**src/clk_rst_pkg.sv**
```systemverilog
`default_nettype none

package clk_rst_pkg;

  //////////////////////////////////////////////////
  // Channel configuration
  //////////////////////////////////////////////////
  localparam int num_clocks = 4;
  localparam int div_width  = 8;

  typedef logic [div_width-1:0] div_t;

  // Division each channel comes out of reset with
  localparam int default_division[num_clocks] = '{2, 4, 6, 8};
  // Divided-clock edges each channel stays in reset
  localparam int reset_delays[num_clocks] = '{2, 3, 4, 5};

  // Fixed divisor of the observation clock
  localparam int obs_division = 128;

  //////////////////////////////////////////////////
  // AXI4-Lite register map
  //////////////////////////////////////////////////
  localparam int axil_addr_width = 8;
  localparam int axil_data_width = 32;

  localparam logic [axil_addr_width-1:0] addr_division = 8'h00;
  localparam logic [axil_addr_width-1:0] addr_valid    = 8'h04;
  localparam logic [axil_addr_width-1:0] addr_reset    = 8'h08;

  localparam logic [1:0] resp_okay   = 2'b00;
  localparam logic [1:0] resp_slverr = 2'b10;

  typedef struct packed {
    logic [axil_addr_width-1:0]   aw_addr;
    logic                         aw_valid;
    logic [axil_data_width-1:0]   w_data;
    logic [axil_data_width/8-1:0] w_strb;
    logic                         w_valid;
    logic                         b_ready;
    logic [axil_addr_width-1:0]   ar_addr;
    logic                         ar_valid;
    logic                         r_ready;
  } axil_req_t;

  typedef struct packed {
    logic                       aw_ready;
    logic                       w_ready;
    logic [1:0]                 b_resp;
    logic                       b_valid;
    logic                       ar_ready;
    logic [axil_data_width-1:0] r_data;
    logic [1:0]                 r_resp;
    logic                       r_valid;
  } axil_rsp_t;

  // Division values with a per-channel load strobe
  typedef struct packed {
    div_t [num_clocks-1:0]   division;
    logic [num_clocks-1:0]   load;
  } div_load_t;

endpackage

`default_nettype wire

```
**src/clk_channel_divider.sv**
```systemverilog
`timescale 1ns/1ns
`default_nettype none

module clk_channel_divider #(
  parameter int reset_division = 2
) (
  input  logic              mst_clk_after_pll,
  input  logic              mst_rst_n_d2_mst_clk,
  input  clk_rst_pkg::div_t div_load_i,
  input  logic              load_i,
  output logic              clk_o,
  output logic              edge_o
);

  clk_rst_pkg::div_t pending_q;
  clk_rst_pkg::div_t active_q;
  clk_rst_pkg::div_t cnt_q;
  clk_rst_pkg::div_t next_pending;
  clk_rst_pkg::div_t next_active;
  clk_rst_pkg::div_t cnt_next;
  logic              clk_q;
  logic              bypass_div;
  logic              wrap;

  // Divisions of 0 and 1 pass the master clock
  assign bypass_div = active_q < clk_rst_pkg::div_t'(2);

  // Last cycle of a period
  assign wrap = bypass_div || (cnt_q == active_q - clk_rst_pkg::div_t'(1));

  assign next_pending = load_i ? div_load_i : pending_q;
  // A new divisor only starts at a period boundary
  assign next_active  = wrap ? next_pending : active_q;
  assign cnt_next     = wrap ? '0 : cnt_q + clk_rst_pkg::div_t'(1);

  always_ff @(posedge mst_clk_after_pll or negedge mst_rst_n_d2_mst_clk) begin
    if (!mst_rst_n_d2_mst_clk) begin
      pending_q <= clk_rst_pkg::div_t'(reset_division);
      active_q  <= clk_rst_pkg::div_t'(reset_division);
      cnt_q     <= '0;
      clk_q     <= (reset_division >= 2);
    end else begin
      pending_q <= next_pending;
      active_q  <= next_active;
      cnt_q     <= cnt_next;
      // High for the first half of the period, rounded down
      clk_q     <= cnt_next < (next_active >> 1);
    end
  end

  assign edge_o = wrap;
  assign clk_o  = bypass_div ? mst_clk_after_pll : clk_q;

  edge_before_rise: assert property (@(posedge mst_clk_after_pll)
    disable iff (!mst_rst_n_d2_mst_clk) (!bypass_div && edge_o) |-> !clk_q);

endmodule

`default_nettype wire

```
**src/clk_rst_axil_regs.sv**
```systemverilog
`timescale 1ns/1ns
`default_nettype none

module clk_rst_axil_regs (
  input  logic                           mst_clk_after_pll,
  input  logic                           mst_rst_n_d2_mst_clk,
  input  clk_rst_pkg::axil_req_t         axil_req_i,
  output clk_rst_pkg::axil_rsp_t         axil_rsp_o,
  output clk_rst_pkg::div_load_t         div_load_o,
  output logic [clk_rst_pkg::num_clocks-1:0] local_rst_pulse_o
);

  clk_rst_pkg::div_t [clk_rst_pkg::num_clocks-1:0] div_q;
  logic [clk_rst_pkg::num_clocks-1:0] load_q;
  logic [clk_rst_pkg::num_clocks-1:0] rst_pulse_q;

  logic       b_valid_q;
  logic [1:0] b_resp_q;
  logic       r_valid_q;
  logic [1:0] r_resp_q;
  logic [clk_rst_pkg::axil_data_width-1:0] r_data_q;

  logic       wr_hs;
  logic       rd_hs;
  logic [1:0] wr_resp;
  logic       wr_high_bits;

  //////////////////////////////////////////////////
  // Write channel
  //////////////////////////////////////////////////
  assign wr_hs = axil_req_i.aw_valid & axil_req_i.w_valid & ~b_valid_q;
  assign wr_high_bits = |axil_req_i.w_data[clk_rst_pkg::axil_data_width-1:clk_rst_pkg::num_clocks];

  always_comb begin
    case (axil_req_i.aw_addr)
      clk_rst_pkg::addr_division: wr_resp = clk_rst_pkg::resp_okay;
      clk_rst_pkg::addr_valid,
      clk_rst_pkg::addr_reset: begin
        wr_resp = wr_high_bits ? clk_rst_pkg::resp_slverr : clk_rst_pkg::resp_okay;
      end
      default: wr_resp = clk_rst_pkg::resp_slverr;
    endcase
  end

  always_ff @(posedge mst_clk_after_pll or negedge mst_rst_n_d2_mst_clk) begin
    if (!mst_rst_n_d2_mst_clk) begin
      for (int i = 0; i < clk_rst_pkg::num_clocks; i++) begin
        div_q[i] <= clk_rst_pkg::div_t'(clk_rst_pkg::default_division[i]);
      end
      load_q      <= '0;
      rst_pulse_q <= '0;
      b_valid_q   <= 1'b0;
      b_resp_q    <= clk_rst_pkg::resp_okay;
    end else begin
      // Write-one bits only last a single cycle
      load_q      <= '0;
      rst_pulse_q <= '0;
      if (wr_hs) begin
        b_valid_q <= 1'b1;
        b_resp_q  <= wr_resp;
        if (axil_req_i.aw_addr == clk_rst_pkg::addr_division) begin
          for (int i = 0; i < clk_rst_pkg::num_clocks; i++) begin
            if (axil_req_i.w_strb[i]) begin
              div_q[i] <= axil_req_i.w_data[i*8 +: clk_rst_pkg::div_width];
            end
          end
        end
        if (axil_req_i.aw_addr == clk_rst_pkg::addr_valid) begin
          load_q <= axil_req_i.w_data[clk_rst_pkg::num_clocks-1:0];
        end
        if (axil_req_i.aw_addr == clk_rst_pkg::addr_reset) begin
          rst_pulse_q <= axil_req_i.w_data[clk_rst_pkg::num_clocks-1:0];
        end
      end else if (axil_req_i.b_ready) begin
        b_valid_q <= 1'b0;
      end
    end
  end

  //////////////////////////////////////////////////
  // Read channel
  //////////////////////////////////////////////////
  assign rd_hs = axil_req_i.ar_valid & ~r_valid_q;

  always_ff @(posedge mst_clk_after_pll or negedge mst_rst_n_d2_mst_clk) begin
    if (!mst_rst_n_d2_mst_clk) begin
      r_valid_q <= 1'b0;
      r_resp_q  <= clk_rst_pkg::resp_okay;
    end else if (rd_hs) begin
      r_valid_q <= 1'b1;
      r_resp_q  <= clk_rst_pkg::resp_slverr;
      if (axil_req_i.ar_addr == clk_rst_pkg::addr_division ||
          axil_req_i.ar_addr == clk_rst_pkg::addr_valid ||
          axil_req_i.ar_addr == clk_rst_pkg::addr_reset) begin
        r_resp_q <= clk_rst_pkg::resp_okay;
      end
    end else if (axil_req_i.r_ready) begin
      r_valid_q <= 1'b0;
    end
  end

  // Only the division register has readable content
  always_ff @(posedge mst_clk_after_pll) begin
    if (rd_hs) begin
      r_data_q <= (axil_req_i.ar_addr == clk_rst_pkg::addr_division) ? div_q : '0;
    end
  end

  assign axil_rsp_o.aw_ready = wr_hs;
  assign axil_rsp_o.w_ready  = wr_hs;
  assign axil_rsp_o.b_resp   = b_resp_q;
  assign axil_rsp_o.b_valid  = b_valid_q;
  assign axil_rsp_o.ar_ready = ~r_valid_q;
  assign axil_rsp_o.r_data   = r_data_q;
  assign axil_rsp_o.r_resp   = r_resp_q;
  assign axil_rsp_o.r_valid  = r_valid_q;

  assign div_load_o.division = div_q;
  assign div_load_o.load     = load_q;
  assign local_rst_pulse_o   = rst_pulse_q;

  b_valid_held: assert property (@(posedge mst_clk_after_pll) disable iff (!mst_rst_n_d2_mst_clk)
    b_valid_q && !axil_req_i.b_ready |=> b_valid_q);

  load_single_cycle: assert property (@(posedge mst_clk_after_pll)
    disable iff (!mst_rst_n_d2_mst_clk) |load_q |=> !(|load_q));

endmodule

`default_nettype wire

```
**src/clk_rst_controller.sv**
```systemverilog
`timescale 1ns/1ns
`default_nettype none

module clk_rst_controller (
  input  logic                               mst_clk_i,
  input  logic                               mst_rst_ni,
  input  logic                               bypass_i,
  input  clk_rst_pkg::axil_req_t             axil_req_i,
  output clk_rst_pkg::axil_rsp_t             axil_rsp_o,
  output logic                               clk_obs_o,
  output logic [clk_rst_pkg::num_clocks-1:0] clk_o,
  output logic [clk_rst_pkg::num_clocks-1:0] rst_no
);

  logic mst_clk_after_pll;
  logic mst_rst_n_d1_mst_clk;
  logic mst_rst_n_d2_mst_clk;

  clk_rst_pkg::div_load_t             div_load;
  logic [clk_rst_pkg::num_clocks-1:0] local_rst_pulse;
  logic [clk_rst_pkg::num_clocks-1:0] div_clk;
  logic [clk_rst_pkg::num_clocks-1:0] div_edge;
  logic                               obs_clk;

  assign mst_clk_after_pll = mst_clk_i;

  //////////////////////////////////////////////////
  // Master reset synchronizer
  //////////////////////////////////////////////////
  always_ff @(posedge mst_clk_after_pll or negedge mst_rst_ni) begin
    if (!mst_rst_ni) begin
      mst_rst_n_d1_mst_clk <= 1'b0;
      mst_rst_n_d2_mst_clk <= 1'b0;
    end else begin
      mst_rst_n_d1_mst_clk <= 1'b1;
      mst_rst_n_d2_mst_clk <= mst_rst_n_d1_mst_clk;
    end
  end

  clk_rst_axil_regs i_regs (
    .mst_clk_after_pll   (mst_clk_after_pll),
    .mst_rst_n_d2_mst_clk(mst_rst_n_d2_mst_clk),
    .axil_req_i          (axil_req_i),
    .axil_rsp_o          (axil_rsp_o),
    .div_load_o          (div_load),
    .local_rst_pulse_o   (local_rst_pulse)
  );

  //////////////////////////////////////////////////
  // Channels
  //////////////////////////////////////////////////
  for (genvar i = 0; i < clk_rst_pkg::num_clocks; i++) begin : gen_channel
    clk_channel_divider #(
      .reset_division(clk_rst_pkg::default_division[i])
    ) i_divider (
      .mst_clk_after_pll   (mst_clk_after_pll),
      .mst_rst_n_d2_mst_clk(mst_rst_n_d2_mst_clk),
      .div_load_i          (div_load.division[i]),
      .load_i              (div_load.load[i]),
      .clk_o               (div_clk[i]),
      .edge_o              (div_edge[i])
    );

    rst_channel_sequencer #(
      .hold_edges(clk_rst_pkg::reset_delays[i])
    ) i_sequencer (
      .mst_clk_after_pll   (mst_clk_after_pll),
      .mst_rst_n_d2_mst_clk(mst_rst_n_d2_mst_clk),
      .local_rst_i         (local_rst_pulse[i]),
      .edge_i              (div_edge[i]),
      .rst_no              (rst_no[i])
    );
  end

  // Observation clock, never reprogrammed
  clk_channel_divider #(
    .reset_division(clk_rst_pkg::obs_division)
  ) i_obs_divider (
    .mst_clk_after_pll   (mst_clk_after_pll),
    .mst_rst_n_d2_mst_clk(mst_rst_n_d2_mst_clk),
    .div_load_i          (clk_rst_pkg::div_t'(clk_rst_pkg::obs_division)),
    .load_i              (1'b0),
    .clk_o               (obs_clk),
    .edge_o              ()
  );

  assign clk_o     = bypass_i ? {clk_rst_pkg::num_clocks{mst_clk_after_pll}} : div_clk;
  assign clk_obs_o = bypass_i ? mst_clk_after_pll : obs_clk;

endmodule

`default_nettype wire

```
**src/rst_channel_sequencer.sv**
```systemverilog
`timescale 1ns/1ns
`default_nettype none

module rst_channel_sequencer #(
  parameter int hold_edges = 2
) (
  input  logic mst_clk_after_pll,
  input  logic mst_rst_n_d2_mst_clk,
  input  logic local_rst_i,
  input  logic edge_i,
  output logic rst_no
);

  clk_rst_pkg::div_t edge_cnt_q;
  logic              rst_released_q;
  logic              last_edge;

  // Release lands on the same master edge as the divided clock rising
  assign last_edge = edge_i &&
                     (edge_cnt_q == clk_rst_pkg::div_t'(hold_edges - 1));

  //////////////////////////////////////////////////
  // Hold counter
  //////////////////////////////////////////////////
  always_ff @(posedge mst_clk_after_pll or negedge mst_rst_n_d2_mst_clk) begin
    if (!mst_rst_n_d2_mst_clk) begin
      edge_cnt_q     <= '0;
      rst_released_q <= 1'b0;
    end else if (local_rst_i) begin
      // Restart even when already counting
      edge_cnt_q     <= '0;
      rst_released_q <= 1'b0;
    end else if (!rst_released_q && edge_i) begin
      if (last_edge) begin
        edge_cnt_q     <= '0;
        rst_released_q <= 1'b1;
      end else begin
        edge_cnt_q <= edge_cnt_q + clk_rst_pkg::div_t'(1);
      end
    end
  end

  assign rst_no = rst_released_q;

  rst_after_pulse: assert property (@(posedge mst_clk_after_pll)
    disable iff (!mst_rst_n_d2_mst_clk) local_rst_i |=> !rst_no);

endmodule

`default_nettype wire

```
**config.mk**
```make
export PLATFORM = sky130hd
export DESIGN_NAME = clk_rst_controller
export DESIGN_NICKNAME = d
export VERILOG_FILES = /design/src/clk_rst_pkg.sv /design/src/clk_channel_divider.sv /design/src/clk_rst_axil_regs.sv /design/src/clk_rst_controller.sv /design/src/rst_channel_sequencer.sv
export SDC_FILE = /design/constraint.sdc
export NUM_CORES = 1
export LEC_CHECK = 0
export BUFFER_PORTS_ARGS = -buffer_cell sky130_fd_sc_hd__buf_2
export CAP_MARGIN = 5
export CORE_MARGIN = 3
export CORE_UTILIZATION = 50
export CTS_BUF_LIST = sky130_fd_sc_hd__clkbuf_8
export DETAILED_ROUTE_END_ITERATION = 6
export PLACE_DENSITY = 0.72
export SYNTH_ARGS = -nofsm -noshare
export SYNTH_HDL_FRONTEND = slang
export SYNTH_SLANG_ARGS = --single-unit
```
**constraint.sdc**
```tcl
create_clock -name mst_clk_i -period 5.55 [get_ports mst_clk_i]
set_clock_uncertainty 0.05 [all_clocks]
set_input_delay 1.11 -clock mst_clk_i [delete_from_list [all_inputs] [get_ports mst_clk_i]]
set_output_delay 1.11 -clock mst_clk_i [all_outputs]
set_load 0.01 [all_outputs]
```
# Word level (Yosys, flattened, before mapping)
# Index checks and enable logic that the tools add are counted.
dict set report totals {
  ff_bits 232
  inputBits 60
  output_inout_bits 50
  elab_cells 183
}
dict set report classes {
  add_sub_neg 14
  n_lt_le_gt_ge 10
  eq_ne 13
  muxes 56
  bitwise_logic 5
  n_reduce_logical 41
}
# op n
set op_table {}
lappend op_table {{$mux 8} 26}
lappend op_table {{$add 8x1->8 const B} 9}
lappend op_table {{$eq 8x8->1} 5}
lappend op_table {{$lt 8x2->1 const B} 5}
lappend op_table {{$lt 8x7->1} 5}
lappend op_table {{$sub 8x1->8 const B} 5}
lappend op_table {{$reduce_or 28->1} 1}
lappend op_table {{$eq 8x3->1 const B} 3}
lappend op_table {{$mux 1} 22}
lappend op_table {{$mux 4} 5}
lappend op_table {{$reduce_bool 2->1} 10}
lappend op_table {{$eq 8x2->1 const B} 2}
lappend op_table {{$eq 8x4->1 const B} 2}
lappend op_table {{$logic_not 8->1} 2}
lappend op_table {{$reduce_and 3->1} 4}
lappend op_table {{$eq 8x1->1 const B} 1}
lappend op_table {{$logic_and 1x1->1} 8}
lappend op_table {{$reduce_and 2->1} 4}
lappend op_table {{$logic_or 1x1->1} 7}
lappend op_table {{$logic_not 1->1} 4}
lappend op_table {{$mux 2} 2}
lappend op_table {{$pmux 2 s2} 1}
lappend op_table {{$and 1x1->1} 3}
lappend op_table {{$not 1->1} 2}
lappend op_table {{$reduce_or 2->1} 1}

# Longest topological paths before layout
dict set report logic_depth {
  ltp_word 7
  ltp_mapped 17
  ltp_nobuf 15
}

# Modules after synthesis
# From an unflattened synthesis, not the netlist that was laid out.
dict set report unflattened {
  hier_cells 1117
  area_unflattened_um2 12979.9
}
# mod n_inst cells_per_inst area_per_inst_um2 seq_area_each_um2
set by_module_without_submodules {}
lappend by_module_without_submodules {{clk_channel_divider at gen_channel[0].i_divider ...} 4 143 1572.8 629.4}
lappend by_module_without_submodules {clk_rst_axil_regs 1 194 3000.4 2068.2}
lappend by_module_without_submodules {{clk_channel_divider at gen_channel[2].i_divider} 1 143 1575.3 631.9}
lappend by_module_without_submodules {{rst_channel_sequencer at gen_channel[3].i_sequencer} 1 50 519.2 225.2}
lappend by_module_without_submodules {{rst_channel_sequencer at gen_channel[1].i_sequencer} 1 49 500.5 225.2}
lappend by_module_without_submodules {{rst_channel_sequencer at gen_channel[2].i_sequencer} 1 50 490.5 225.2}
lappend by_module_without_submodules {{rst_channel_sequencer at gen_channel[0].i_sequencer} 1 50 489.2 225.2}
lappend by_module_without_submodules {clk_rst_controller 1 9 113.9 50.0}

==> insert_results.sql <==
INSERT INTO impl_metrics (metric_group, metric, value, unit) VALUES
('run_status', 'run_status', 'finished clean', ''),
('finish', 'number_of_diodes_added_for_antenna_fixing', '0', ''),
('sta', 'rsz0062_at_grt', 'no', ''),
('synthesis', 'netlist_instances', '1087', ''),
('power_and_ir_drop', 'p_clk_share', '39.2', '%'),
('finish', 'finish.net_count', '1306', ''),
('global_route', 'grt_start_max_net_pins', '197', ''),
('finish', 'design_area', '0.0137', 'mm^2'),
('synthesis', 'synth_flop_cell', 'dfrtp_1', ''),
('power_and_ir_drop', 'swShare', '28.8', '%'),
('sta', 'worst_pin_slew', '1.08', 'ns'),
('route', 'routed_wire_length_per_instance', '17.2', 'um'),
('power_and_ir_drop', 'power.share.sequential', '45.2', '%'),
('sta', 'final-hold-violation-count', '0', ''),
('critical_path', 'worst_endpoint_required_time', '4.39', 'ns'),
('route', 'firstDrtPassIters', '5', ''),
('synthesis', 'ys.warnings.count', '0', ''),
('power_and_ir_drop', 'p_int', '3.06', 'mW'),
('cts', 'cts-hold-fix-buffers', '0', ''),
('synthesis', 'yosysUniqueCellTypes', '76', ''),
('finish', 'area.sequential', '0.00595', 'mm^2'),
('worst_hold_path', 'path_class_of_the_lowest_slack_min_delay_path', 'in2async', ''),
('synthesis', 'synth_edf_count', '32', ''),
('global_route', 'grt_first_pass_wirelength', '43900', 'um'),
('synthesis', 'ys_seq_elements', '230', ''),
('finish', 'fillCellCount', '1999', ''),
('sta', 'setup_viol_count_final', '0', ''),
('critical_path', 'path_cells', 'clkbuf_8 > clkbuf_8 > mux2_2 > buf_2', ''),
('cts', 'setup_fix_buffers_added_after_clock_tree_synthesis', '0', ''),
('global_route', 'first_global_vias', '8624', ''),
('die', 'fp.dieArea', '0.0261', 'mm^2'),
('power_and_ir_drop', 'switchingPower', '1.24', 'mW'),
('synthesis', 'synth_sequential_area_ratio', '49.2', '%'),
('critical_path', 'criticalPathCategory', 'clk2out', ''),
('critical_path', 'worstPathMaxFanout', '3', ''),
('critical_path', 'critical-path-max-stage-delay', '0.27', 'ns'),
('synthesis', 'synthArstFlopShare', '86.1', '%'),
('critical_path', 'crit_top_cell', 'clkbuf_8', ''),
('die', 'ioPinCount', '110', ''),
('placement', 'place.detailed.hpwl', '18500', 'um'),
('sta', 'maxSlewViolCount', '0', ''),
('sta', 'max_slew_margin', '28.0', '%'),
('route', 'detail_route.wirelength', '26600', 'um'),
('power_and_ir_drop', 'part_of_the_total_power_dissipated_in_combinational_logic', '15.6', '%'),
('route', 'route.vias.total', '8648', ''),
('power_and_ir_drop', 'pwr_cell_area', '313', 'mW/mm^2'),
('route', 'remaining_drc_errors', '0', ''),
('synthesis', 'synthesis.area_per_instance', '11.1', 'um^2'),
('global_route', 'grt_antenna_before_repair', '2', ''),
('cts', 'clock_transition_at_path_regs', '0.05', 'ns'),
('finish', 'multi_input_comb_area', '0.00580', 'mm^2'),
('power_and_ir_drop', 'irDropWorstVdd', '0.188', 'mV'),
('die', 'die-height', '161', 'um'),
('finish', 'layout-area-overhead-vs-synth', '13.5', '%'),
('power_and_ir_drop', 'total_power', '4.29', 'mW'),
('global_route', 'grt_overflow', '0', ''),
('critical_path', 'worstPathArrival', '3.47', 'ns'),
('cts', 'post_cts_resized', '0', ''),
('sta', 'setup_ws', '0.924', 'ns'),
('cts', 'clock_latency', '0.63', 'ns'),
('cts', 'cts_tree', 'yes', ''),
('critical_path', 'crit_path_end_kind', 'output port', ''),
('route', 'viasPerCell', '5.58', ''),
('sta', 'totalNegativeSetupSlack', '0', 'ns'),
('die', 'floorplan.initialDensity', '51.2', '%'),
('die', 'core_area', '0.0236', 'mm^2'),
('finish', 'layout.cells.most_common', 'dfrtp_1', ''),
('finish', 'most-common-layout-cells', 'dfrtp_1 (176), mux2_2 (108), buf_2 (107)', ''),
('placement', 'placedInstanceArea', '0.0129', 'mm^2'),
('placement', 'port_buffers', '107', ''),
('synthesis', 'syn_area', '0.0121', 'mm^2'),
('critical_path', 'cpMaxStageDelayCell', 'mux2_2', ''),
('die', 'horiz_die_dim', '161', 'um'),
('route', 'detailedRoute.firstIterationViolations', '564', ''),
('placement', 'finalWeightedCongestion', '0.873', ''),
('global_route', 'grtUsageTotal', '20.6', '%'),
('critical_path', 'setup.worst_path.start_class', 'clock port', ''),
('flow_run', 'number_of_maximum_capacitance_constraint_violations', '0', ''),
('power_and_ir_drop', 'cellLeakagePower', '6.44', 'nW'),
('route', 'drt.antenna.violating_nets', '0', ''),
('die', 'rows', '56', ''),
('finish', 'drive_gt1_share', '26.1', '%'),
('placement', 'dp_slack', '1.25', 'ns'),
('sta', 'finalHoldWorstSlack', '0.207', 'ns');
[cells in the mapped netlist, drive strengths merged (8+ instances only)]
cell | instances | area, um^2
mux2 | 108 | 1220
or3 | 8 | 50.1
mux2i | 27 | 270
xnor2 | 48 | 420
nand2 | 46 | 175
dfrtp | 177 | 4430
inv | 33 | 124
ha | 47 | 588
a211oi | 9 | 67.6
nand3 | 34 | 170
xor2 | 27 | 236
dfstp | 21 | 552
nor3 | 39 | 195
a21oi | 42 | 210
a21o | 11 | 82.6
buf | 18 | 123
nor4 | 20 | 140
and2 | 43 | 269
edfxtp | 32 | 961
o21ai | 18 | 90.1
nor2 | 77 | 289
nor2b | 25 | 156
nand4 | 10 | 62.6
clkbuf | 29 | 109
nand2b | 12 | 75.1
and3 | 26 | 163
[cell type report]
cell class	count	area share, %
multi-input combinational	778	42.3
inverter	33	0.904
clock inverter	21	0.639
tap	319	2.91
timing repair buffer	108	4.14
clock buffer	60	5.71
sequential	230	43.4
[metrics by stage]
| stage | util, % | cells |
|---|---|---|
| final | 58.0 | 1549 |
| after global routing | 58.0 | 1549 |
| after CTS | 58.0 | 1549 |
| after detailed placement | 54.5 | 1473 |
| after global placement | 54.5 | 1473 |
| after floorplan | - | 1088 |
[cell families (layout without fill, tap and decap cells)]
logic type | after synthesis | in the layout | share of synthesized area, %
AO/OA/AOI/OAI | 144 | 144 | 8.34
other | 2 | 3 | 0.0622
adder cells (fa/ha/maj) | 48 | 48 | 4.95
buffers and inverters | 80 | 222 | 2.94
XOR/XNOR | 76 | 76 | 5.62
AND/OR/NAND/NOR | 372 | 372 | 16.6
flip-flops | 230 | 230 | 49.2
multiplexers | 135 | 135 | 12.3
[power by group through the flow]
stage          clock (mW)  combinational [mW]  sequential [mW]
6_report             1.68               0.669             1.94
5_1_grt              1.83               0.760             1.96
4_1_cts              1.75               0.673             1.94
3_5_place_dp       0.0790               0.669             1.97
3_3_place_gp       0.0790               0.646             1.96
2_1_floorplan      0.0530               0.500             1.96
[critical path, delay by kind of cell]
kind / cells / cell delay (ns)
multiplexers: 1 / 0.27
buffers and inverters: 3 / 0.41
[path summary, 6_finish.rpt]
| check | startpoint | to | slack, ns | cells past startpoint |
|---|---|---|---|---|
| max in group asynchronous | mst_rst_n_d2_mst_clk | gen_channel[0].i_sequencer.edge_cnt_q[2] | 4.17 | 1 |
| hold / removal | mst_rst_ni | mst_rst_n_d2_mst_clk | 0.21 | 1 |
| hold reg to reg | mst_rst_n_d1_mst_clk | mst_rst_n_d2_mst_clk | 0.30 | 0 |
| setup reg to reg | gen_channel[2].i_divider.active_q[1] | gen_channel[2].i_divider.clk_q | 1.33 | 14 |
| setup / recovery | mst_clk_i | clk_o[2] | 0.92 | 4 |
| min in group mst_clk_i | mst_rst_n_d1_mst_clk | mst_rst_n_d2_mst_clk | 0.30 | 0 |
[per-layer routing]
layer,vias up,wire length [um],track usage (%)
met5,-,23,0
met4,4,726,7.16
met3,63,1350,4.59
met2,202,12700,33.9
met1,4246,11800,27.0
li1,4133,-,-
[sequential cells by signal (all words and copies together), names as in the netlist]
name / flops
gen_channel.i_divider.active_q: 32
gen_channel.i_divider.clk_q: 4
gen_channel.i_divider.cnt_q: 32
gen_channel.i_divider.pending_q: 32
gen_channel.i_sequencer.edge_cnt_q: 32
gen_channel.i_sequencer.rst_no: 4
i_obs_divider.active_q: 7
i_obs_divider.clk_q: 1
i_obs_divider.cnt_q: 8
i_regs.b_resp_q: 1
i_regs.b_valid_q: 1
i_regs.div_load_o: 32
i_regs.load_q: 4
i_regs.local_rst_pulse_o: 4
i_regs.r_data_q: 32
i_regs.r_resp_q: 1
i_regs.r_valid_q: 1
mst_rst_n_d1_mst_clk: 1
mst_rst_n_d2_mst_clk: 1
(Power assumes the default switching activity.)
